`src/include/host_cfg.svh`:
```
// ####################################################################
// Build-time sizing for the host domain. Bank count must be a power
// of two, and both regions must sit on boundaries of their own size.
// ####################################################################

`ifndef HOST_CFG_SVH
`define HOST_CFG_SVH

// L2 scratchpad geometry, 32-bit words
`define HOST_L2_BANKS      4
`define HOST_L2_BANK_WORDS 64

// GPIO pads
`define HOST_NUM_GPIO 16

// Address map, byte addresses
`define HOST_L2_BASE     32'h1C00_0000
`define HOST_PERIPH_BASE 32'h1A10_0000
`define HOST_PERIPH_WORDS 16

// Value of the read-only ID register
`define HOST_PERIPH_ID 32'hC0DE_0A51

`endif

```
`src/design/host_bus_pkg.sv`:
```
// ####################################################################
// Host port types. Single-cycle strobes, no back-pressure; a target
// result is only meaningful in the cycle the crossbar expects it.
// ####################################################################

package host_bus_pkg;

  typedef enum logic {
    BUS_READ  = 1'b0,
    BUS_WRITE = 1'b1
  } bus_op_e;

  // Request from the host, valid for exactly one cycle
  typedef struct packed {
    logic        valid;
    bus_op_e     op;
    logic [31:0] addr;
    logic [31:0] wdata;
    logic [3:0]  strb;
  } bus_req_t;

  // Response toward the host
  typedef struct packed {
    logic        valid;
    logic        err;
    logic [31:0] rdata;
  } bus_rsp_t;

  // Target result, timing is implied by the crossbar
  typedef struct packed {
    logic        err;
    logic [31:0] rdata;
  } slv_rsp_t;

endpackage

```
`src/design/host_xbar.sv`:
```
// ####################################################################
// Host crossbar, one request per cycle and no back-pressure. Both
// targets must answer exactly one cycle after their request.
// ####################################################################

`include "host_cfg.svh"

module host_xbar (
  input  logic                   clk_i,
  input  logic                   rst_n_i,
  input  host_bus_pkg::bus_req_t req_i,
  output host_bus_pkg::bus_rsp_t rsp_o,
  output host_bus_pkg::bus_req_t mem_req_o,
  input  host_bus_pkg::slv_rsp_t mem_rsp_i,
  output host_bus_pkg::bus_req_t per_req_o,
  input  host_bus_pkg::slv_rsp_t per_rsp_i
);

  localparam logic [31:0] MemBase = `HOST_L2_BASE;
  localparam logic [31:0] MemSize = 32'(`HOST_L2_BANKS * `HOST_L2_BANK_WORDS * 4);
  localparam logic [31:0] PerBase = `HOST_PERIPH_BASE;
  localparam logic [31:0] PerSize = 32'(`HOST_PERIPH_WORDS * 4);

  // Which target owes a response in the current cycle
  typedef enum logic [1:0] {
    TGT_NONE,
    TGT_MEM,
    TGT_PER,
    TGT_MISS
  } tgt_e;

  tgt_e tgt_d;
  tgt_e tgt_q;
  logic mem_hit;
  logic per_hit;

  assign mem_hit = (req_i.addr >= MemBase) && (req_i.addr < MemBase + MemSize);
  assign per_hit = (req_i.addr >= PerBase) && (req_i.addr < PerBase + PerSize);

  always_comb begin
    mem_req_o       = req_i;
    mem_req_o.valid = req_i.valid && mem_hit;
    per_req_o       = req_i;
    per_req_o.valid = req_i.valid && per_hit;
    if (!req_i.valid) tgt_d = TGT_NONE;
    else if (mem_hit) tgt_d = TGT_MEM;
    else if (per_hit) tgt_d = TGT_PER;
    else              tgt_d = TGT_MISS;
  end

  always_ff @(posedge clk_i or negedge rst_n_i) begin
    if (!rst_n_i) begin
      tgt_q <= TGT_NONE;
    end else begin
      tgt_q <= tgt_d;
    end
  end

  // Response is steered from the target results, no extra register
  always_comb begin
    rsp_o.valid = (tgt_q != TGT_NONE);
    rsp_o.err   = 1'b0;
    rsp_o.rdata = '0;
    case (tgt_q)
      TGT_MEM:  {rsp_o.err, rsp_o.rdata} = mem_rsp_i;
      TGT_PER:  {rsp_o.err, rsp_o.rdata} = per_rsp_i;
      TGT_MISS: rsp_o.err = 1'b1;
      default:  rsp_o.err = 1'b0;
    endcase
  end

endmodule

```
`config.mk`:
```
export PLATFORM = sky130hd
export DESIGN_NAME = host_xbar
export DESIGN_NICKNAME = d
export VERILOG_FILES = /design/src/design/host_bus_pkg.sv /design/src/design/host_xbar.sv
export VERILOG_INCLUDE_DIRS = /design/src /design/src/include
export SDC_FILE = /design/constraint.sdc
export NUM_CORES = 1
export LEC_CHECK = 0
export BUFFER_PORTS_ARGS = -buffer_cell sky130_fd_sc_hd__buf_2
export CAP_MARGIN = 20
export CORE_AREA = 2 2 121 123
export CTS_CLUSTER_DIAMETER = 60
export DETAILED_ROUTE_END_ITERATION = 10
export DIE_AREA = 0 0 123 125
export GPL_ROUTABILITY_DRIVEN = 0
export PLACE_DENSITY = 0.44
export SKIP_LAST_GASP = 1
export SYNTH_ARGS = -nofsm -noshare
export SYNTH_HDL_FRONTEND = slang
export SYNTH_SLANG_ARGS = --single-unit
```
`constraint.sdc`:
```
create_clock -name clk_i -period 1.53 [get_ports clk_i]
set_clock_uncertainty 0.05 [all_clocks]
set_input_delay 0.0765 -clock clk_i [delete_from_list [all_inputs] [get_ports clk_i]]
set_output_delay 0.0765 -clock clk_i [all_outputs]
set_load 0.005 [all_outputs]
```
==> results of run 1 <==
-- power breakdown --
group	internal [mW]	switching, mW	leakage [nW]	total [mW]
Clock	0.332	0.0546	0.0370	0.387
Combinational	0.301	0.230	1.03	0.531
Sequential	0.0563	0.00508	0.0223	0.0614
Total	0.689	0.290	1.09	0.979
-- per-stage QoR --
stage | utilization | setup TNS [ns] | total power [mW]
2_1_floorplan | - | 0 | 0.502
3_3_place_gp | 0.136 | 0 | 0.517
3_5_place_dp | 0.136 | 0 | 0.522
4_1_cts | 0.154 | -1.95 | 0.971
5_1_grt | 0.158 | -3.75 | 1.04
6_report | 0.158 | -1.70 | 0.979
-- layout make-up --
type | instances | area (µm²) | area share
Clock buffer | 3 | 75.1 | 0.0334
Tap cell | 184 | 230 | 0.103
Timing Repair Buffer | 193 | 1050 | 0.468
Inverter | 3 | 13.8 | 0.00613
Sequential cell | 2 | 51.3 | 0.0229
Multi-Input combinational cell | 90 | 823 | 0.367
-- worst max-delay path by stage --
stage                    end       from  cells after the start  slack (ns)
2_1_floorplan      rsp_o[32]   tgt_q[1]                      6        0.18
3_3_place_gp       rsp_o[32]   tgt_q[0]                      6        0.05
3_5_place_dp   per_req_o[69]  req_i[47]                      5        0.02
4_1_cts            rsp_o[14]   tgt_q[0]                      6       -0.09
5_1_grt             rsp_o[2]   tgt_q[0]                      6       -0.15
6_report            rsp_o[8]   tgt_q[0]                      6       -0.08
-- per-layer routing --
layer  global-route usage  up-vias
met3               0.0360        8
met5                    0        -
met1               0.0466      710
met2                0.102      156
met4               0.0120        0
li1                     -      772
-- placed cells by master, fill, tap and decap left out, types with 3 or more instances in the layout --
master     count
nor4_2         3
a22oi_2       24
a22oi_1        8
buf_2        182
buf_6          4
clkbuf_16      3
nor2b_1       32
nor4_1         5
ha_4           3
-- cells by family after synthesis --
family | Yosys count | synth area share
AO/OA/AOI/OAI | 35 | 0.148
adder cells (fa/ha/maj) | 5 | 0.0347
buffers and inverters | 152 | 0.609
flip-flops | 2 | 0.0278
AND/OR/NAND/NOR | 50 | 0.181
-- critical path, cell delays in order (launching register included) --
cell	delay (ns)
dfrtp_1	0.42
buf_6	0.15
ha_4	0.18
buf_12	0.15
a22oi_1	0.18
nor2b_1	0.06
buf_2	0.12
-- what timing repair did --
action / 4_1_cts / 5_1_grt
gates cloned: 0 / 0
pin swaps: 4 / 4
setup endpoints to repair: 33 / 34
gates resized for setup: 30 / 14
endpoints found under the hold margin: 2 / 0
hold buffers: 1 / 0
setup buffers: 3 / 0
==> results.md, run 1 <==
- Hold Fails Final Rpt: 0
- N_diodes: 0
- Fmax: 621 MHz
- First-pass GRT wire length: 6670 µm
- Worst EP required: 1.40 ns
- Clk sinks: 2
- Fin. max-slew vios: 0
- TritonRoute pass-1 iters: 3
- CTS tree: done
- Nets: 436
- Chip Width: 123 µm
- Pwr dens: 436 nW/µm²
- Worst setup margin: -0.0806 ns
- Routed length per instance: 10.7 µm
- Pre-CTS setup slack: 0.0204 ns
- Synth-to-Final Area Change: 24.7%
- Crit path capture type: primary output
- Hold Path Stages: 2
- Antenna viol nets, final: 0
- Layout Cells excl Fill: 475
- M1 WL: 1690 µm
- Crit path DAT: 1.48 ns
- Worst hold path class: input pin to flip-flop
- Iteration-0 DRC Markers: 20
- Final WL: 5060 µm
- Clock root cell: clkbuf_16
- Post-synth EDFFs: 0
- Synth warnings: 0
- Dpl cell area: 1930 µm²
- Rel. slew slack: 0.765
- GRT overflow: 0
- Critical-path maximum fanout: 15
- Unrepaired setup endpoints after global routing: true
- Initial core utilization: 0.127
- Num CTS Buffers: 3
- IO Pins: 312
- Full die area: 15400 µm²
- Post-Syn Instances: 244
- WL met2: 2490 µm
- Area contributors post-synth: buf_4, a22oi_1, nor2b_1
- Fillers: 1627
- Most used DFF post-synth: dfrtp_1
- Crit share post-route: 1.05
- Vias: 1646
- Final Instance Area: 2240 µm²
- Hold Path Origin: req_i[69]
- Biggest registers after layout: tgt_q (2)
- Failing checks: setup timing
- Vias in the first global route: 1460
- Status: finished, violations left
- CTS max path bufs: 2
- Htree depth: 1
- Largest Register: tgt_q
- Largest net degree at the start of global routing: 19
- Sink of the worst hold path: tgt_q[0]
- Max reg flops: 2
- Die height: 125 µm
- Initial antenna violation count: 0
- Slew @ Worst Pin: 0.349 ns
- Area share of the largest cell type after synthesis: 0.575
- Via density: 3.47
- LEAKAGE: 1.09 nW
- DRC viols: 0
- Share of layout cells above drive strength 1: 0.794
- Ys async rst share: 1.00
- Port bufs: 182
- Setup-failing EPs final: 32
- Cell Rows: 44
- Synthesized cell area: 1800 µm²
- Gr usage total: 0.0542
- Seq/Total Area, Yosys: 0.0278
- Startpoint Class: flip-flop
- Detailed placement HPWL: 4270 µm
- Peak supply drop: 0.228 mV
- Syn_nets: 387
- CTS clk-pin slew, worst paths: 0.03 ns
- Yosys top cell by area: buf_4
- Placed Cells: 468
- Synth Register Bits: 2
- Post-synth top cells: buf_4, nor2b_1, a22oi_1, buf_2
- Most instantiated library cell after synthesis: buf_4
- Worst Hold Slack: 0.0681 ns
- Core area: 14200 µm²
- Total of max-cap violations: 0
- Syn avg cell area: 7.38 µm²
- Clock period minus worst slack: 1.61 ns
- Yosys cell types: 19
- Top layer in use: met4
- Metal3 WL: 839 µm
- Kind of critical path: flip-flop to primary output
(Power assumes the default switching activity.)
==> run 2, diff against run 1 <==
--- a/config.mk
+++ b/config.mk
@@ -6,14 +6,15 @@
 export SDC_FILE = /design/constraint.sdc
 export NUM_CORES = 1
 export LEC_CHECK = 0
-export BUFFER_PORTS_ARGS = -buffer_cell sky130_fd_sc_hd__buf_2
 export CAP_MARGIN = 20
 export CORE_AREA = 2 2 121 123
 export CTS_CLUSTER_DIAMETER = 60
 export DETAILED_ROUTE_END_ITERATION = 10
 export DIE_AREA = 0 0 123 125
+export DONT_BUFFER_PORTS = 1
 export GPL_ROUTABILITY_DRIVEN = 0
-export PLACE_DENSITY = 0.44
+export PLACE_DENSITY = 0.3
+export SETUP_SLACK_MARGIN = 0.15
 export SKIP_LAST_GASP = 1
 export SYNTH_ARGS = -nofsm -noshare
 export SYNTH_HDL_FRONTEND = slang
==> results.md, run 2 (synthesized netlist as in run 1, its figures left out) <==
- Status: finished, final reports clean
- Commonest non-fill, non-tap cell in the layout: nor2b_4
- Final core occ: 0.104 (-0.0539)
- Htree depth: 1 (unchanged)
- TritonRoute pass-1 iters: 3 (unchanged)
- Vias: 1050 (-36%)
- Slew @ Worst Pin: 0.355 ns (+0.00598 ns)
- Fin. max-slew vios: 0 (unchanged)
- Cell Rows: 44 (unchanged)
- Largest Register: tgt_q
- Worst EP required: 1.40 ns (about the same)
- CTS max path bufs: 2 (unchanged)
- GRT overflow: 0 (unchanged)
- Gr usage total: 0.0538 (-0.000374)
- Vias in the first global route: 1061 (-27%)
- Cell family with most CP delay: flip-flops
- Hold Fails Final Rpt: 0 (unchanged)
- Setup-failing EPs final: 0 (-100%)
- Pwr dens: 538 nW/µm² (+23%)
- Clock period minus worst slack: 1.53 ns (-0.0821 ns)
- Sum Neg Setup Slack: 0 ns (+1.70 ns)
- Final Instance Area: 1480 µm² (-34%)
- Num CTS Buffers: 3 (unchanged)
- Clock root cell: clkbuf_16
- Met2 Usage GRT: 0.0994 (-0.00260)
- CP Buf/Inv Count: 2 (-1)
- CTS tree: done
- Placed Cells: 285 (-39%)
- DRC viols: 0 (unchanged)
- Slowest CP cell: dfrtp_1
- Area of the multi-input gates: 943 µm² (+15%)
- Worst Hold Slack: 0.0479 ns (-0.0202 ns)
- Synth-to-Final Area Change: -17.9%
- Routed length per instance: 16.1 µm (+51%)
- Initial core utilization: 0.127 (unchanged)
- Crit path DAT: 1.40 ns (-0.08 ns)
- Detailed placement HPWL: 3440 µm (-20%)
- Crit path capture type: primary output
- CTS clk-pin slew, worst paths: 0.03 ns (about the same)
- Unrepaired setup endpoints after global routing: true
- Rel. slew slack: 0.761 (-0.00423)
- Kind of critical path: flip-flop to primary output
- Layout Cells excl Fill: 293 (-38%)
- CP Cell Sequence: buf_4, ha_4, buf_16, a221oi_2, nor2_1
- Die height: 125 µm (unchanged)
- Share of layout cells above drive strength 1: 0.633 (-0.161)
- Max reg flops: 2 (unchanged)
- N_diodes: 0 (unchanged)
- Core area: 14200 µm² (unchanged)
- Fillers: 1622 (-0.31%)
- Startpoint Class: flip-flop
- Crit path launch: tgt_q[1]
- Largest net degree at the start of global routing: 22 (+3)
- First-pass GRT wire length: 5940 µm (-11%)
- GR Util met3: 0.0347 (-0.00137)
- Final WL: 4710 µm (-7.0%)
- Chip Width: 123 µm (unchanged)
- Sequential cell area: 50.0 µm² (-2.4%)
- Port bufs: 0 (-100%)
- Clk sinks: 2 (unchanged)
- Dpl cell area: 1030 µm² (-47%)
- Full die area: 15400 µm² (unchanged)
- Via density: 3.58 (+3.4%)
- Initial antenna violation count: 0 (unchanged)
- Max incr delay on CP: 0.37 ns (-0.05 ns)
- Grt met1 use: 0.0477 (+0.00110)
- Most frequent cells in the layout: nor2b_4, a22oi_2, a22oi_1, nor2b_2, nor4_1
- Crit share post-route: 0.999 (-0.0537)
- Worst hold path class: input pin to asynchronous set/reset pin
- IO Pins: 312 (unchanged)
- Iteration-0 DRC Markers: 15 (-25%)
- Total of max-cap violations: 0 (unchanged)
- Antenna viol nets, final: 0 (unchanged)
- Peak supply drop: 0.272 mV (+19%)
- Biggest registers after layout: tgt_q (2)
- LEAKAGE: 0.431 nW (-60%)
- Global routing's busiest layer: met2
- Nets: 254 (-42%)
- Fmax: 654 MHz (+5.4%)
- Critical-path maximum fanout: 16 (+1)
run 2: cell type report:
class,count,area share
inverter,3,0.00761
timing repair buffer,11,0.114
sequential,2,0.0338
clock buffer,3,0.0508
tap,184,0.156
multi-input combinational,90,0.638
run 2: worst paths after layout:
| path | endpoint | depth (start not counted) | slack, ns |
|---|---|---|---|
| max in group asynchronous | tgt_q[1] | 1 | 1.25 |
| worst min-delay path | tgt_q[0] | 1 | 0.05 |
| worst max-delay path | rsp_o[32] | 5 | 0.001 |
| min in group clk_i | mem_req_o[10] | 0 | 0.10 |
run 2: routing by layer:
layer | routed length [µm] | part of all wire
met1 | 1530 | 0.32
met2 | 2390 | 0.51
met3 | 743 | 0.16
met4 | 44 | 0.0093
met5 | 0 | 0
run 2: metrics by stage:
step	worst slack (ns)	total power, mW
3_3_place_gp	0.178	0.262
5_1_grt	-0.0481	0.841
3_5_place_dp	0.145	0.268
6_report	0.00149	0.796
2_1_floorplan	0.177	0.502
4_1_cts	-0.0173	0.781
run 2: where the power goes:
group	switching, mW	total, mW	internal, mW
Sequential	0.00219	0.0582	0.0561
Combinational	0.158	0.353	0.194
Clock	0.0532	0.385	0.332
Total	0.214	0.796	0.582
run 2: what timing repair did:
| item | 4_1_cts | 5_1_grt |
|---|---|---|
| buffers inserted | 1 | 0 |
| hold endpoints to repair | 4 | 0 |
| hold buffers | 2 | 0 |
| gates cloned | 2 | 0 |
| pin swaps | 2 | 3 |
| gates resized for setup | 58 | 18 |
| setup endpoints to repair | 33 | 33 |
==> run 3, diff against run 2 <==
--- a/config.mk
+++ b/config.mk
@@ -6,14 +6,14 @@
 export SDC_FILE = /design/constraint.sdc
 export NUM_CORES = 1
 export LEC_CHECK = 0
-export CAP_MARGIN = 20
+export CAP_MARGIN = 30
 export CORE_AREA = 2 2 121 123
 export CTS_CLUSTER_DIAMETER = 60
 export DETAILED_ROUTE_END_ITERATION = 10
 export DIE_AREA = 0 0 123 125
 export DONT_BUFFER_PORTS = 1
 export GPL_ROUTABILITY_DRIVEN = 0
-export PLACE_DENSITY = 0.3
+export RECOVER_POWER = 50
 export SETUP_SLACK_MARGIN = 0.15
 export SKIP_LAST_GASP = 1
 export SYNTH_ARGS = -nofsm -noshare
==> results.md, run 3 (synthesized netlist as in run 1, its figures left out) <==
- Fin. max-slew vios: 0 (unchanged)
- Gr usage total: 0.0611 (+0.00722)
- Slowest CP cell: dfrtp_2
- Worst hold path class: input pin to asynchronous set/reset pin
- Antenna viol nets, final: 0 (unchanged)
- Worst Hold Slack: 0.0555 ns (+0.00757 ns)
- Kind of critical path: flip-flop to primary output
- Clk sinks: 2 (unchanged)
- CTS tree: done
- Routed length per instance: 20.0 µm (+25%)
- Share of layout cells above drive strength 1: 0.339 (-0.294)
- Final Instance Area: 1340 µm² (-9.6%)
- DRC viols: 0 (unchanged)
- Clock period minus worst slack: 1.53 ns (+0.00530 ns)
- GRT overflow: 0 (unchanged)
- Most frequent cells in the layout: nor2b_1, a22oi_1, a22oi_2, clkbuf_16
- TritonRoute pass-1 iters: 4 (+1)
- Total of max-cap violations: 0 (unchanged)
- Biggest registers after layout: tgt_q (2)
- Final WL: 5930 µm (+26%)
- IO Pins: 312 (unchanged)
- Crit path capture type: primary output
- Max reg flops: 2 (unchanged)
- Hold Fails Final Rpt: 0 (unchanged)
- Slew @ Worst Pin: 0.323 ns (-0.0321 ns)
- Worst setup margin: -0.00381 ns (-0.00530 ns)
- Status: finished, violations left
- Dpl cell area: 1020 µm² (-1.2%)
- Peak supply drop: 0.245 mV (-10%)
- Layout Cells excl Fill: 296 (+1.0%)
- Placed Cells: 285 (unchanged)
- Pwr dens: 545 nW/µm² (+1.2%)
- Crit share post-route: 1.00 (+0.00346)
- CTS clk-pin slew, worst paths: 0.03 ns (about the same)
- Vias: 1087 (+3.5%)
- Full die area: 15400 µm² (unchanged)
- Via density: 3.67 (+2.5%)
- Cell Rows: 44 (unchanged)
- Startpoint Class: flip-flop
- Nets: 257 (+1.2%)
- N_diodes: 0 (unchanged)
- Initial antenna violation count: 0 (unchanged)
- Failing checks: setup timing
- Clock root cell: clkbuf_16
- Die height: 125 µm (unchanged)
- Synth-to-Final Area Change: -25.8%
- Largest net degree at the start of global routing: 29 (+32%)
- Max incr delay on CP: 0.44 ns (+0.07 ns)
- Largest Register: tgt_q
- Crit path DAT: 1.41 ns (about the same)
- Setup-failing EPs final: 2 (+2)
- LEAKAGE: 0.350 nW (-19%)
- Commonest non-fill, non-tap cell in the layout: nor2b_1
- Htree depth: 1 (unchanged)
- Num CTS Buffers: 3 (unchanged)
- CTS max path bufs: 2 (unchanged)
- Pre-CTS setup slack: 0.149 ns (+0.00426 ns)
- Critical-path maximum fanout: 11 (-5)
- Vias in the first global route: 1026 (-3.3%)
- Iteration-0 DRC Markers: 20 (+5)
- Core area: 14200 µm² (unchanged)
- Detailed placement HPWL: 4560 µm (+32%)
- Unrepaired setup endpoints after global routing: true
- Initial core utilization: 0.127 (unchanged)
- Worst EP required: 1.40 ns (about the same)
- Fmax: 652 MHz (-0.35%)
- Rel. slew slack: 0.783 (+0.0216)
- Chip Width: 123 µm (unchanged)
- CP Cell Sequence: inv_4, ha_4, buf_4, a22oi_1, nor2b_2
- Port bufs: 0 (unchanged)
- First-pass GRT wire length: 6460 µm (+8.7%)
run 3: cell count changes in the layout (fill, tap and decap cells not counted), moves of 2 or more:
cell,previous run,this run
nor2b_4,18,0
a22oi_2,17,10
nor2b_2,14,2
a22oi_1,15,22
buf_16,2,0
buf_4,3,5
clkbuf_16,3,6
nor2b_1,1,31
run 3: worst max-delay path, delay by kind of cell, from the launching register on:
family                     cells  cell delay [ns]
AOI/OAI and AO/OA              1             0.09
adders and majority gates      1             0.19
buffers and inverters          2             0.30
DFF                            1             0.44
and+or+nand+nor                1             0.16
run 3: per-layer routing:
metal	track usage	wire length, µm	vias up
met3	0.0625	1140	7
met2	0.0965	2850	198
met1	0.0549	1910	468
li1	-	-	414
met4	0.0134	34	0
met5	0	0	-
run 3: timing repair:
action	4_1_cts	5_1_grt
pin swaps	0	6
resized for setup	10	16
hold buffers	2	0
setup buffers	2	0
gates cloned	0	4
setup endpoints to repair	33	33
hold endpoints to repair	4	0
run 3: cell type report:
| type | instances | area [µm²] |
|---|---|---|
| inverters | 3 | 13.8 |
| multi-input cells | 90 | 767 |
| fillers | 1664 | 12900 |
| clock buffers | 3 | 75.1 |
| flip-flops and latches | 2 | 51.3 |
| repair buffers | 14 | 199 |
| well taps | 184 | 230 |
run 3: power breakdown:
group          total, mW  internal [mW]  leakage (nW)  switching, mW
logic              0.276          0.147         0.291          0.129
registers         0.0600         0.0563        0.0223        0.00372
clock network      0.392          0.332        0.0370         0.0594
total              0.728          0.535         0.350          0.192
run 3: worst max path at each step:
stage	start	end	slack (ns)	cells past startpoint
after floorplan	tgt_q[1]	rsp_o[32]	0.18	6
after global placement	tgt_q[0]	rsp_o[24]	0.17	4
after detailed placement	tgt_q[0]	rsp_o[24]	0.15	4
after CTS	tgt_q[1]	rsp_o[32]	0.03	5
after global routing	tgt_q[1]	rsp_o[32]	-0.06	5
final	tgt_q[0]	rsp_o[7]	-0.004	5
run 3: stage by stage:
step	total power, mW	util	setup TNS, ns
finish	0.728	0.0941	-0.00579
global placement	0.258	0.0715	0
CTS	0.691	0.0824	0
floorplan	0.502	-	0
global route	0.772	0.0941	-1.05
detailed placement	0.262	0.0715	0
