===== src/include/host_cfg.svh =====
// ####################################################################
// Build-time sizing for the host domain. Bank count must be a power
// of two, and both regions must sit on boundaries of their own size.
// ####################################################################

`ifndef HOST_CFG_SVH
`define HOST_CFG_SVH

// L2 scratchpad geometry, 32-bit words
`define HOST_L2_BANKS      4
`define HOST_L2_BANK_WORDS 64

// GPIO pads
`define HOST_NUM_GPIO 16

// Address map, byte addresses
`define HOST_L2_BASE     32'h1C00_0000
`define HOST_PERIPH_BASE 32'h1A10_0000
`define HOST_PERIPH_WORDS 16

// Value of the read-only ID register
`define HOST_PERIPH_ID 32'hC0DE_0A51

`endif


===== src/design/host_bus_pkg.sv =====
// ####################################################################
// Host port types. Single-cycle strobes, no back-pressure; a target
// result is only meaningful in the cycle the crossbar expects it.
// ####################################################################

package host_bus_pkg;

  typedef enum logic {
    BUS_READ  = 1'b0,
    BUS_WRITE = 1'b1
  } bus_op_e;

  // Request from the host, valid for exactly one cycle
  typedef struct packed {
    logic        valid;
    bus_op_e     op;
    logic [31:0] addr;
    logic [31:0] wdata;
    logic [3:0]  strb;
  } bus_req_t;

  // Response toward the host
  typedef struct packed {
    logic        valid;
    logic        err;
    logic [31:0] rdata;
  } bus_rsp_t;

  // Target result, timing is implied by the crossbar
  typedef struct packed {
    logic        err;
    logic [31:0] rdata;
  } slv_rsp_t;

endpackage


===== src/design/host_periph_pkg.sv =====
// ####################################################################
// Peripheral register map and GPIO pad bundle. Slots not listed in
// the enum answer with an error.
// ####################################################################

`include "host_cfg.svh"

package host_periph_pkg;

  // Word index inside the peripheral region
  typedef enum logic [$clog2(`HOST_PERIPH_WORDS)-1:0] {
    REG_GPIO_OUT  = 'd0,
    REG_GPIO_DIR  = 'd1,
    REG_GPIO_IN   = 'd2,
    REG_EVENT_CNT = 'd3,
    REG_SCRATCH   = 'd4,
    REG_ID        = 'd5
  } periph_reg_e;

  // Pad side, dir bit high drives the pad
  typedef struct packed {
    logic [`HOST_NUM_GPIO-1:0] gpio_out;
    logic [`HOST_NUM_GPIO-1:0] gpio_dir;
  } gpio_pads_t;

endpackage


===== src/design/periph_regs.sv =====
// ####################################################################
// GPIO, event counter, scratch and ID registers. GPIO writes ignore
// the byte strobes; gpio_i is resynchronised, so reads lag two cycles.
// ####################################################################

`include "host_cfg.svh"

module periph_regs (
  input  logic                         clk_i,
  input  logic                         rst_n_i,
  input  host_bus_pkg::bus_req_t       req_i,
  output host_bus_pkg::slv_rsp_t       rsp_o,
  input  logic [`HOST_NUM_GPIO-1:0]    gpio_i,
  output host_periph_pkg::gpio_pads_t  gpio_o,
  input  logic                         event_i
);

  localparam int IdxBits = $clog2(`HOST_PERIPH_WORDS);

  host_periph_pkg::periph_reg_e reg_idx;
  host_periph_pkg::gpio_pads_t  gpio_q;
  host_bus_pkg::slv_rsp_t       rsp_q;
  logic [`HOST_NUM_GPIO-1:0]    gpio_meta_q;
  logic [`HOST_NUM_GPIO-1:0]    gpio_sync_q;
  logic [31:0]                  event_cnt_q;
  logic [31:0]                  scratch_q;
  logic [31:0]                  rd_val;
  logic                         is_write;
  logic                         acc_err;
  logic                         wr_ok;

  assign reg_idx  = host_periph_pkg::periph_reg_e'(req_i.addr[2 +: IdxBits]);
  assign is_write = (req_i.op == host_bus_pkg::BUS_WRITE);

  always_comb begin
    rd_val  = '0;
    acc_err = 1'b0;
    case (reg_idx)
      host_periph_pkg::REG_GPIO_OUT:  rd_val = 32'(gpio_q.gpio_out);
      host_periph_pkg::REG_GPIO_DIR:  rd_val = 32'(gpio_q.gpio_dir);
      host_periph_pkg::REG_EVENT_CNT: rd_val = event_cnt_q;
      host_periph_pkg::REG_SCRATCH:   rd_val = scratch_q;
      host_periph_pkg::REG_GPIO_IN: begin
        rd_val  = 32'(gpio_sync_q);
        acc_err = is_write;
      end
      host_periph_pkg::REG_ID: begin
        rd_val  = `HOST_PERIPH_ID;
        acc_err = is_write;
      end
      default: acc_err = 1'b1;
    endcase
  end

  // Rejected writes leave every register untouched
  assign wr_ok = req_i.valid && is_write && !acc_err;

  always_ff @(posedge clk_i or negedge rst_n_i) begin
    if (!rst_n_i) begin
      gpio_q      <= '0;
      gpio_meta_q <= '0;
      gpio_sync_q <= '0;
      event_cnt_q <= '0;
      scratch_q   <= '0;
      rsp_q       <= '0;
    end else begin
      gpio_meta_q <= gpio_i;
      gpio_sync_q <= gpio_meta_q;
      // A write of any value clears the count and wins over an event
      if (wr_ok && reg_idx == host_periph_pkg::REG_EVENT_CNT) begin
        event_cnt_q <= '0;
      end else if (event_i) begin
        event_cnt_q <= event_cnt_q + 32'd1;
      end
      if (wr_ok && reg_idx == host_periph_pkg::REG_GPIO_OUT) begin
        gpio_q.gpio_out <= req_i.wdata[`HOST_NUM_GPIO-1:0];
      end
      if (wr_ok && reg_idx == host_periph_pkg::REG_GPIO_DIR) begin
        gpio_q.gpio_dir <= req_i.wdata[`HOST_NUM_GPIO-1:0];
      end
      if (wr_ok && reg_idx == host_periph_pkg::REG_SCRATCH) begin
        for (int i = 0; i < 4; i++) begin
          if (req_i.strb[i]) scratch_q[8*i +: 8] <= req_i.wdata[8*i +: 8];
        end
      end
      if (req_i.valid) begin
        rsp_q.err   <= acc_err;
        rsp_q.rdata <= (acc_err || is_write) ? '0 : rd_val;
      end
    end
  end

  assign rsp_o  = rsp_q;
  assign gpio_o = gpio_q;

endmodule


===== config.mk =====
export PLATFORM = sky130hd
export DESIGN_NAME = periph_regs
export DESIGN_NICKNAME = d
export VERILOG_FILES = /design/src/design/host_bus_pkg.sv /design/src/design/host_periph_pkg.sv /design/src/design/periph_regs.sv
export VERILOG_INCLUDE_DIRS = /design/src /design/src/include
export SDC_FILE = /design/constraint.sdc
export NUM_CORES = 1
export LEC_CHECK = 0
export ABC_CLOCK_PERIOD_IN_PS = 2300
export BUFFER_PORTS_ARGS = -buffer_cell sky130_fd_sc_hd__buf_2
export CAP_MARGIN = 20
export CORE_MARGIN = 2
export CORE_UTILIZATION = 30
export CTS_CLUSTER_SIZE = 30
export DETAILED_ROUTE_END_ITERATION = 8
export PLACE_DENSITY = 0.52
export SLEW_MARGIN = 10
export SYNTH_ARGS = -nofsm -noshare
export SYNTH_HDL_FRONTEND = slang
export SYNTH_SLANG_ARGS = --single-unit

===== constraint.sdc =====
create_clock -name clk_i -period 2.3 [get_ports clk_i]
set_clock_uncertainty 0.15 [all_clocks]
set_input_delay 0.115 -clock clk_i [delete_from_list [all_inputs] [get_ports clk_i]]
set_output_delay 0.115 -clock clk_i [all_outputs]
set_load 0.02 [all_outputs]

==> out/metrics.cfg, run 1 <==
[route]
dr.pass1.iters = 7
wirelength_mm = 19.7
vias = 5487
post_drt_wl_per_cell_um = 18.4
vias_per_cell = 5.12
drt.antenna.violating_nets = 0
drcViolationCount = 0
drt_iter0_drc = 359

[floorplan]
dieArea_mm2 = 0.0243
die_h_um = 156
initial_core_util_pct = 30.5
core_mm2 = 0.0226
pin_count = 154
die_x_um = 156
rows = 55

[job]
maxCapViolCount = 0

[worst_setup_path]
end_kind = flip-flop
startpoint_type = flip-flop
r2r_slack_ps = 70
cpPeakStageDelay_ps = 630
arrival_ps = 2430
reg2reg_depth = 5
cp_max_fo = 8
required_ps = 2500
timing.rr.start = event_cnt_q[0]$_DFFE_PN0P_
reg2reg_to = event_cnt_q[30]$_DFFE_PN0P_
critPathKind = reg -> reg
slowest_stage = or4_4
path_cells = ha_4 > nand4_4 > or4_4 > or4_1 > a21oi_2

[clock_tree]
clk_pin_slew_ps = 70
numCtsBuffers = 17
clk_path_buf_depth = 2
clock_latency_ps = 420
cts_sinks = 161
tritoncts = built
h-tree-depth = 4
cts_root_buf = clkbuf_16

[min_path]
hold_depth = 3
holdCritPathClass = in -> reg
min_to = rsp_o[11]$_DFFE_PN0P_
holdCritStartpoint = req_i[68]

[timing]
max_freq_ghz = 0.448
min_period_over_period_pct = 97.1
relSlewSlack_pct = 62.0
period_minus_slack_ps = 2230
setup_viol = 0
timing.hold.ws_ps = 27.0
slew_viol_final = 0
hold_violations = 0
tightest_slew_ps = 565

[grt]
antenna_found_initial = 2
grt_pass1_wl_mm = 31.1
overflow = 0
grt_max_degree = 50
grt_usage_pct = 16.5
grt_pass1_vias = 5705

[placed_design]
placedCellCount = 986
dpl_cell_area_mm2 = 0.00803
dp_hpwl_mm = 13.4
gp_congestion = 0.781
place.port_buffers = 125

[synth]
synthCells = 581
synth-xor-area-share_pct = 1.27
yosys.area.top_type = dfrtp_1
synth-seq-cells = 161
synth-simple-area-share_pct = 11.4
synth.avg_cell_area_um2 = 11.9
muxShareOfSynthArea_pct = 10.6
synth_flop_cell = dfrtp_1
ys_warn_count = 0
synth_adder_area_share_pct = 0.181
synth-edff-count = 0
synth_nets = 671
synth_cell_type_count = 59
synth_top_family_by_area = compound AO/OA/AOI/OAI gates
synth_area_leaders = dfrtp_1, mux2_2, a222oi_1
yosysSeqAreaShare_pct = 58.3
synthArstFlopShare_pct = 100
synth_top_area_share_pct = 58.3
synth_most_common_cell = dfrtp_1
synth-compound-area-share_pct = 13.9
netlist_area_mm2 = 0.00691
synth_common_cells = dfrtp_1, mux2_2, inv_1

[status]
status = finished clean

[cells_and_area]
area_delta_synth_final_pct = 33.4
fin_cells = 1071
multi_input_area_mm2 = 0.00263
final_util_pct = 40.7
layout-drive-gt1-share_pct = 34.8
seqCellArea_mm2 = 0.00403
post-route-cell-area_mm2 = 0.00922
fillers = 2142
final_nets = 862

[pwr]
switchingPower_mw = 2.09
ir_worst_vdd_mv = 0.470
power.internal_mw = 5.47
switching_share_pct = 27.7
pwr-share-seq_pct = 44.4
power.density_mw_per_mm2 = 820
p_leak_nw = 4.16
pwr-share-comb_pct = 14.5
pwr-share-clk_pct = 41.2

through the flow:
step	TNS, ps	power (mW)	worst slack (ps)
after global placement	0	4.36	93.5
after global routing	-18.6	7.85	-18.6
after floorplan	0	3.90	123
final	0	7.56	66.7
after CTS	0	7.59	9.06
after detailed placement	0	4.41	39.3
timing repair:
item | 4_1_cts | 5_1_grt
buffers inserted | 0 | 0
resized for setup | 0 | 4
hold buffers | 51 | 0
hold endpoints to repair | 221 | 0
setup endpoints to repair | 0 | 4
flip-flops by register name, summed over array words and instances (netlist names):
name         flops
event_cnt_q     32
gpio_o          32
rsp_o           33
scratch_q       32
gpio_sync_q     16
gpio_meta_q     16
kinds of logic after synthesis:
| kind of cell | after synthesis |
|---|---|
| AO/OA/AOI/OAI | 140 |
| XOR/XNOR | 10 |
| adder cells (fa/ha/maj) | 1 |
| buffers and inverters | 75 |
| flip-flops | 161 |
| multiplexers | 65 |
| AND/OR/NAND/NOR | 129 |
worst max path at each step:
| stage | start | endpoint | depth (start not counted) | slack [ps] |
|---|---|---|---|---|
| after detailed placement | event_cnt_q[0]$_DFFE_PN0P_ | event_cnt_q[26]$_DFFE_PN0P_ | 5 | 40 |
| after CTS | event_cnt_q[0]$_DFFE_PN0P_ | event_cnt_q[26]$_DFFE_PN0P_ | 5 | 9 |
| after global placement | event_cnt_q[0]$_DFFE_PN0P_ | event_cnt_q[30]$_DFFE_PN0P_ | 5 | 90 |
| final | event_cnt_q[0]$_DFFE_PN0P_ | event_cnt_q[30]$_DFFE_PN0P_ | 5 | 70 |
| after floorplan | event_cnt_q[0]$_DFFE_PN0P_ | event_cnt_q[22]$_DFFE_PN0P_ | 6 | 120 |
| after global routing | event_cnt_q[0]$_DFFE_PN0P_ | event_cnt_q[30]$_DFFE_PN0P_ | 5 | -20 |
final cells by class:
class,instances,area share [%]
diodes,1,0.0271
clock buffers,17,4.62
clock inverters,15,2.42
inverters,37,1.51
multi-input cells,346,28.5
flip-flops and latches,161,43.7
well taps,285,3.87
repair buffers,209,15.4
power by group through the flow:
stage | logic [mW] | registers (mW) | clock network, mW
detailed placement | 1.01 | 3.39 | 0
finish | 1.09 | 3.35 | 3.11
floorplan | 0.434 | 3.47 | 0
global route | 1.19 | 3.38 | 3.28
global placement | 0.979 | 3.38 | 0
CTS | 1.09 | 3.34 | 3.17
worst max-delay path, delay by kind of cell, from the launching register on:
| family | cells | cell delay, ps |
|---|---|---|
| adders and majority gates | 1 | 180 |
| DFF | 1 | 410 |
| and+or+nand+nor | 3 | 1270 |
| AOI/OAI and AO/OA | 1 | 150 |
cells in the final DEF (no fill, tap or decap), types with 17 or more instances in the layout:
cell type and n:
inv_1 37, o22ai_1 21, o21ai_0 18, mux2_2 62
nor2_1 31, a22oi_1 19, a21oi_1 29, buf_2 124
dlygate4sd3_1 51, clkbuf_16 17, dfrtp_1 160, buf_4 31
nand2_1 19
routing by layer:
metal | global-route usage (%) | share of wire (%)
met2 | 27.5 | 48
met5 | 0 | 0.066
met3 | 3.94 | 6.0
met4 | 5.07 | 1.6
met1 | 21.4 | 44
(Power assumes the default switching activity.)
==> run 2, diff against run 1 <==
--- a/config.mk
+++ b/config.mk
@@ -6,14 +6,15 @@
 export SDC_FILE = /design/constraint.sdc
 export NUM_CORES = 1
 export LEC_CHECK = 0
+export ABC_AREA = 1
 export ABC_CLOCK_PERIOD_IN_PS = 2300
 export BUFFER_PORTS_ARGS = -buffer_cell sky130_fd_sc_hd__buf_2
 export CAP_MARGIN = 20
 export CORE_MARGIN = 2
-export CORE_UTILIZATION = 30
+export CORE_UTILIZATION = 49
 export CTS_CLUSTER_SIZE = 30
 export DETAILED_ROUTE_END_ITERATION = 8
-export PLACE_DENSITY = 0.52
+export PLACE_DENSITY = 0.77
 export SLEW_MARGIN = 10
 export SYNTH_ARGS = -nofsm -noshare
 export SYNTH_HDL_FRONTEND = slang
==> out/metrics.cfg, run 2 <==
[worst_setup_path]
reg2reg_to = event_cnt_q[16]$_DFFE_PN0P_
arrival_ps = 2210
required_ps = 2450
cp_max_fo = 8
timing.rr.start = event_cnt_q[1]$_DFFE_PN0P_
end_kind = flip-flop
startpoint_type = input pin
reg2reg_depth = 8
crit_end = scratch_q[24]$_DFFE_PN0P_
r2r_slack_ps = 420
startpoint = req_i[69]
critPathKind = in -> reg

[floorplan]
die_x_um = 125
pin_count = 154
dieArea_mm2 = 0.0157
rows = 44
die_h_um = 125
initial_core_util_pct = 49.8
core_mm2 = 0.0145

[route]
wirelength_mm = 18.8
vias = 6405
drcViolationCount = 0
post_drt_wl_per_cell_um = 15.2
drt.antenna.violating_nets = 0
dr.pass1.iters = 6
drt_iter0_drc = 635
vias_per_cell = 5.15

[min_path]
holdCritPathClass = in -> reg

[synth]
synth_top_area_share_pct = 55.9
netlist_area_mm2 = 0.00721
synth_cell_type_count = 33
synth.avg_cell_area_um2 = 8.49
yosysSeqAreaShare_pct = 55.9
yosys.area.top_type = dfrtp_1
synth-edff-count = 0
synth_most_common_cell = nand2_1
ys_warn_count = 0
synth_area_leaders = dfrtp_1, nand2_1, o21ai_0
synth_flop_cell = dfrtp_1
synthArstFlopShare_pct = 100
synth_common_cells = nand2_1, dfrtp_1, inv_1
synth-seq-cells = 161
synth_nets = 939
synthCells = 849

[pwr]
p_leak_nw = 4.89
ir_worst_vdd_mv = 0.719
power.density_mw_per_mm2 = 797
p_total_mw = 7.42

[timing]
tightest_slew_ps = 599
min_period_over_period_pct = 89.8
rsz0062_at_grt = false
timing.hold.ws_ps = 20.9
timing.setup.tns_ps = 0
setup_viol = 0
hold_violations = 0
max_freq_ghz = 0.484
period_minus_slack_ps = 2070
slew_viol_final = 0
relSlewSlack_pct = 59.9
fin_ws_ps = 235

[clock_tree]
clock_latency_ps = 430
cts_sinks = 161
clk_pin_slew_ps = 70
h-tree-depth = 4
numCtsBuffers = 17
clk_path_buf_depth = 2
tritoncts = built
post-cts-setup-buffers = 0
cts_root_buf = clkbuf_16
cts.repair.resized = 0

[cells_and_area]
fin_cells = 1243
antenna_cells = 0
final_nets = 1136
layout-drive-gt1-share_pct = 19.5
area_delta_synth_final_pct = 29.1
largest_reg_flops = 33
post-route-cell-area_mm2 = 0.00931
final_common_cell = nand2_1
final_util_pct = 64.3
final_cell_mix = nand2_1, dfrtp_1, buf_2

[job]
maxCapViolCount = 0

[placed_design]
dp_hpwl_mm = 12.8
place.port_buffers = 125
placedCellCount = 1143
gp_congestion = 0.909
dpl_cell_area_mm2 = 0.00802
post-place-ws_ps = 410

[grt]
use_met2_pct = 41.0
grt_pass1_wl_mm = 31.1
use_met1_pct = 32.8
grt_busiest_layer = met2
grtUsageMet3_pct = 5.13
grt_usage_pct = 24.9
grt_pass1_vias = 6333
antenna_found_initial = 0
grt_max_degree = 54
overflow = 0

[status]
status = finished clean

[run 2: changes by cell type after synthesis, sizes merged, moves of 10 or more]
cell,before,now
a21o,11,1
mux2,64,16
a22o,0,10
inv,37,100
nand2,19,292
a21oi,31,16
a22oi,19,0
nand3,12,35
o21ai,18,93
a222oi,16,0
clkbuf,24,6
nor2,31,71
o22ai,21,3
[run 2: timing repair]
item                       4_1_cts  5_1_grt
hold buffers                    67        1
setup endpoints to repair        0        0
hold endpoints to repair       253        1
[run 2: cell families after synthesis]
family                     Yosys count  synth area share, %
muxes                               16                 2.50
adders and majority gates            1                0.173
DFF                                161                 55.9
AOI/OAI and AO/OA                  130                 9.87
buffers and inverters              125                 7.34
xor gates and xnor gates             3                0.364
and+or+nand+nor                    413                 23.9
[run 2: where the power goes]
group	leakage, nW	total, mW	switching (mW)	internal (mW)
logic	2.56	1.12	0.665	0.452
clock network	0.288	2.92	1.19	1.72
registers	2.04	3.39	0.246	3.14
total	4.89	7.42	2.10	5.32
[run 2: cell type report]
| type | instances | area, um^2 |
|---|---|---|
| Clock buffer | 18 | 429 |
| Clock inverter | 14 | 179 |
| Fill cell | 1173 | 5170 |
| Inverter | 100 | 375 |
| Multi-Input combinational cell | 563 | 2660 |
| Sequential cell | 161 | 4030 |
| Tap cell | 184 | 230 |
| Timing Repair Buffer | 203 | 1410 |
[run 2: metal layers]
layer | share of wire [%] | vias up
li1 | - | 3084
met1 | 43 | 3058
met2 | 49 | 233
met3 | 5.9 | 30
met4 | 2.3 | 0
met5 | 0 | -
[run 2: how the worst min path moves through the flow]
| stage | slack [ps] | startpoint | to | cells past startpoint |
|---|---|---|---|---|
| 5_1_grt | 30 | req_i[0] | scratch_q[0]$_DFFE_PN0P_ | 4 |
| 6_report | 20 | req_i[0] | scratch_q[0]$_DFFE_PN0P_ | 4 |
| 4_1_cts | 0.1 | req_i[3] | scratch_q[31]$_DFFE_PN0P_ | 3 |
| 2_1_floorplan | -330 | rst_n_i | event_cnt_q[0]$_DFFE_PN0P_ | 0 |
| 3_3_place_gp | -80 | rst_n_i | gpio_o[24]$_DFFE_PN0P_ | 1 |
| 3_5_place_dp | -70 | rst_n_i | scratch_q[7]$_DFFE_PN0P_ | 1 |
[run 2: worst max-delay path, cell delays in order]
cell	delay, ps
dlygate4sd3_1	550
buf_2	140
nand2_1	230
nor2_8	100
nand2_4	150
mux2_2	360
dlygate4sd3_1	570
==> run 3, diff against run 2 <==
--- a/config.mk
+++ b/config.mk
@@ -7,14 +7,16 @@
 export NUM_CORES = 1
 export LEC_CHECK = 0
 export ABC_AREA = 1
-export ABC_CLOCK_PERIOD_IN_PS = 2300
+export ABC_CLOCK_PERIOD_IN_PS = 2500
 export BUFFER_PORTS_ARGS = -buffer_cell sky130_fd_sc_hd__buf_2
 export CAP_MARGIN = 20
 export CORE_MARGIN = 2
-export CORE_UTILIZATION = 49
+export CORE_UTILIZATION = 59
+export CTS_CLUSTER_DIAMETER = 80
 export CTS_CLUSTER_SIZE = 30
 export DETAILED_ROUTE_END_ITERATION = 8
-export PLACE_DENSITY = 0.77
+export PLACE_DENSITY = 0.86
+export RECOVER_POWER = 50
 export SLEW_MARGIN = 10
 export SYNTH_ARGS = -nofsm -noshare
 export SYNTH_HDL_FRONTEND = slang
==> constraint.sdc (replaced) <==
create_clock -name clk_i -period 2.5 [get_ports clk_i]
set_clock_uncertainty 0.15 [all_clocks]
set_input_delay 0.125 -clock clk_i [delete_from_list [all_inputs] [get_ports clk_i]]
set_output_delay 0.125 -clock clk_i [all_outputs]
set_load 0.02 [all_outputs]
==> out/metrics.cfg, run 3 (synthesized netlist as in run 2, its figures left out) <==
[route]
vias = 6615
post_drt_wl_per_cell_um = 16.8
vias_per_cell = 5.50
drt.antenna.violating_nets = 0
drt_iter0_drc = 712
drcViolationCount = 0
wirelength_mm = 20.2
dr.pass1.iters = 6

[grt]
grt_pass1_vias = 6571
grt_max_degree = 72
overflow = 0
antenna_found_initial = 0
grt_pass1_wl_mm = 31.9
grt_usage_pct = 31.9

[floorplan]
initial_core_util_pct = 60.3
dieArea_mm2 = 0.0131
die_h_um = 115
die_x_um = 115
rows = 40
pin_count = 154
core_mm2 = 0.0120

[cells_and_area]
final_common_cell = nand2_1
antenna_cells = 0
final_util_pct = 76.6
seqCellArea_mm2 = 0.00403
fillers = 774
final_cell_mix = nand2_1, dfrtp_1, inv_1
final_nets = 1133
largest_reg_flops = 33
area_delta_synth_final_pct = 27.0
layout-drive-gt1-share_pct = 16.8
multi_input_area_mm2 = 0.00266

[timing]
tightest_slew_ps = 1720
max_freq_ghz = 0.477
timing.setup.tns_ps = 0
relSlewSlack_pct = -14.6
min_period_over_period_pct = 83.9
period_minus_slack_ps = 2100
rsz0062_at_grt = false
slew_viol_final = 71
hold_violations = 0
timing.hold.ws_ps = 0.337
fin_ws_ps = 403
setup_viol = 0

[clock_tree]
cts_sinks = 161
clk_path_buf_depth = 2
h-tree-depth = 4
tritoncts = built
cts_root_buf = clkbuf_16
clk_pin_slew_ps = 70
numCtsBuffers = 17
cts.repair.resized = 0
clock_latency_ps = 440

[worst_setup_path]
worst_path_most_repeated_cell = dlygate4sd3_1
startpoint_type = input pin
cp_num_buf_inv = 3
path_cells = dlygate4sd3_1 > buf_2 > nand2_1 > nor2_8 > nand2_4 > mux2_2 > dlygate4sd3_1
cp_num_cells = 7
cp_max_fo = 8
reg2reg_to = event_cnt_q[22]$_DFFE_PN0P_
end_kind = flip-flop
slowest_stage = dlygate4sd3_1
startpoint = req_i[69]
r2r_slack_ps = 680
crit_end = scratch_q[30]$_DFFE_PN0P_
reg2reg_depth = 9
critPathKind = in -> reg
cpPeakStageDelay_ps = 580
required_ps = 2660
arrival_ps = 2260
crit_family = buffers and inverters
timing.rr.start = event_cnt_q[1]$_DFFE_PN0P_

[placed_design]
gp_congestion = 0.905
dp_hpwl_mm = 12.4
post-place-ws_ps = 627
place.port_buffers = 125

[job]
maxCapViolCount = 1

[pwr]
p_total_mw = 6.76
p_leak_nw = 4.74
ir_worst_vdd_mv = 0.628
power.density_mw_per_mm2 = 738

[status]
status = finished with violations
violations = capacitance limit, slew limit

[min_path]
holdCritPathClass = in -> reg

run 3: cell types whose count changed in the layout (fill, tap and decap cells not counted), moves of 2 or more:
cell           before  now
clkbuf_8            0    2
clkinvlp_4          3    5
inv_6               4    1
buf_4               8   10
clkbuf_1            1   32
dlygate4sd3_1      68   64
buf_2             124   93
run 3: layout make-up:
| cell class | count | area share, % |
|---|---|---|
| Clock buffer | 20 | 4.99 |
| Sequential cell | 161 | 44.0 |
| Tap cell | 147 | 2.01 |
| Multi-Input combinational cell | 563 | 29.0 |
| Clock inverter | 12 | 1.46 |
| Inverter | 100 | 4.10 |
| Timing Repair Buffer | 200 | 14.4 |
run 3: timing repair:
action                                 4_1_cts  5_1_grt
setup buffers                                0        0
hold buffers                                64        0
endpoints found under the hold margin      159        0
run 3: layer usage:
layer	GRT usage (%)	part of all wire, %	wire length [um]
met4	12.6	3.0	613
met2	54.8	50	10100
met1	38.4	39	7910
met3	8.42	8.0	1620
met5	0	0	0
run 3: how the worst min path moves through the flow:
stage,start,to,cells past startpoint
3_5_place_dp,rst_n_i,gpio_o[26]$_DFFE_PN0P_,1
2_1_floorplan,rst_n_i,event_cnt_q[0]$_DFFE_PN0P_,0
4_1_cts,req_i[3],scratch_q[27]$_DFFE_PN0P_,3
6_report,req_i[3],scratch_q[27]$_DFFE_PN0P_,3
5_1_grt,req_i[3],scratch_q[27]$_DFFE_PN0P_,3
3_3_place_gp,rst_n_i,gpio_o[24]$_DFFE_PN0P_,1
run 3: metrics by stage:
stage	area, um^2	instances
5_1_grt	9160	1203
2_1_floorplan	7210	849
6_report	9160	1203
3_3_place_gp	7970	1107
3_5_place_dp	7970	1107
4_1_cts	9200	1203
run 3: power by group:
| part | internal, mW | switching [mW] |
|---|---|---|
| Sequential | 2.89 | 0.244 |
| Clock | 1.52 | 1.08 |
| Combinational | 0.392 | 0.624 |
run 3: worst reg2reg max path, delay by kind of cell, from the launching register on:
family | cells | cell delay [ps]
and+or+nand+nor | 8 | 960
adders and majority gates | 1 | 230
DFF | 1 | 420
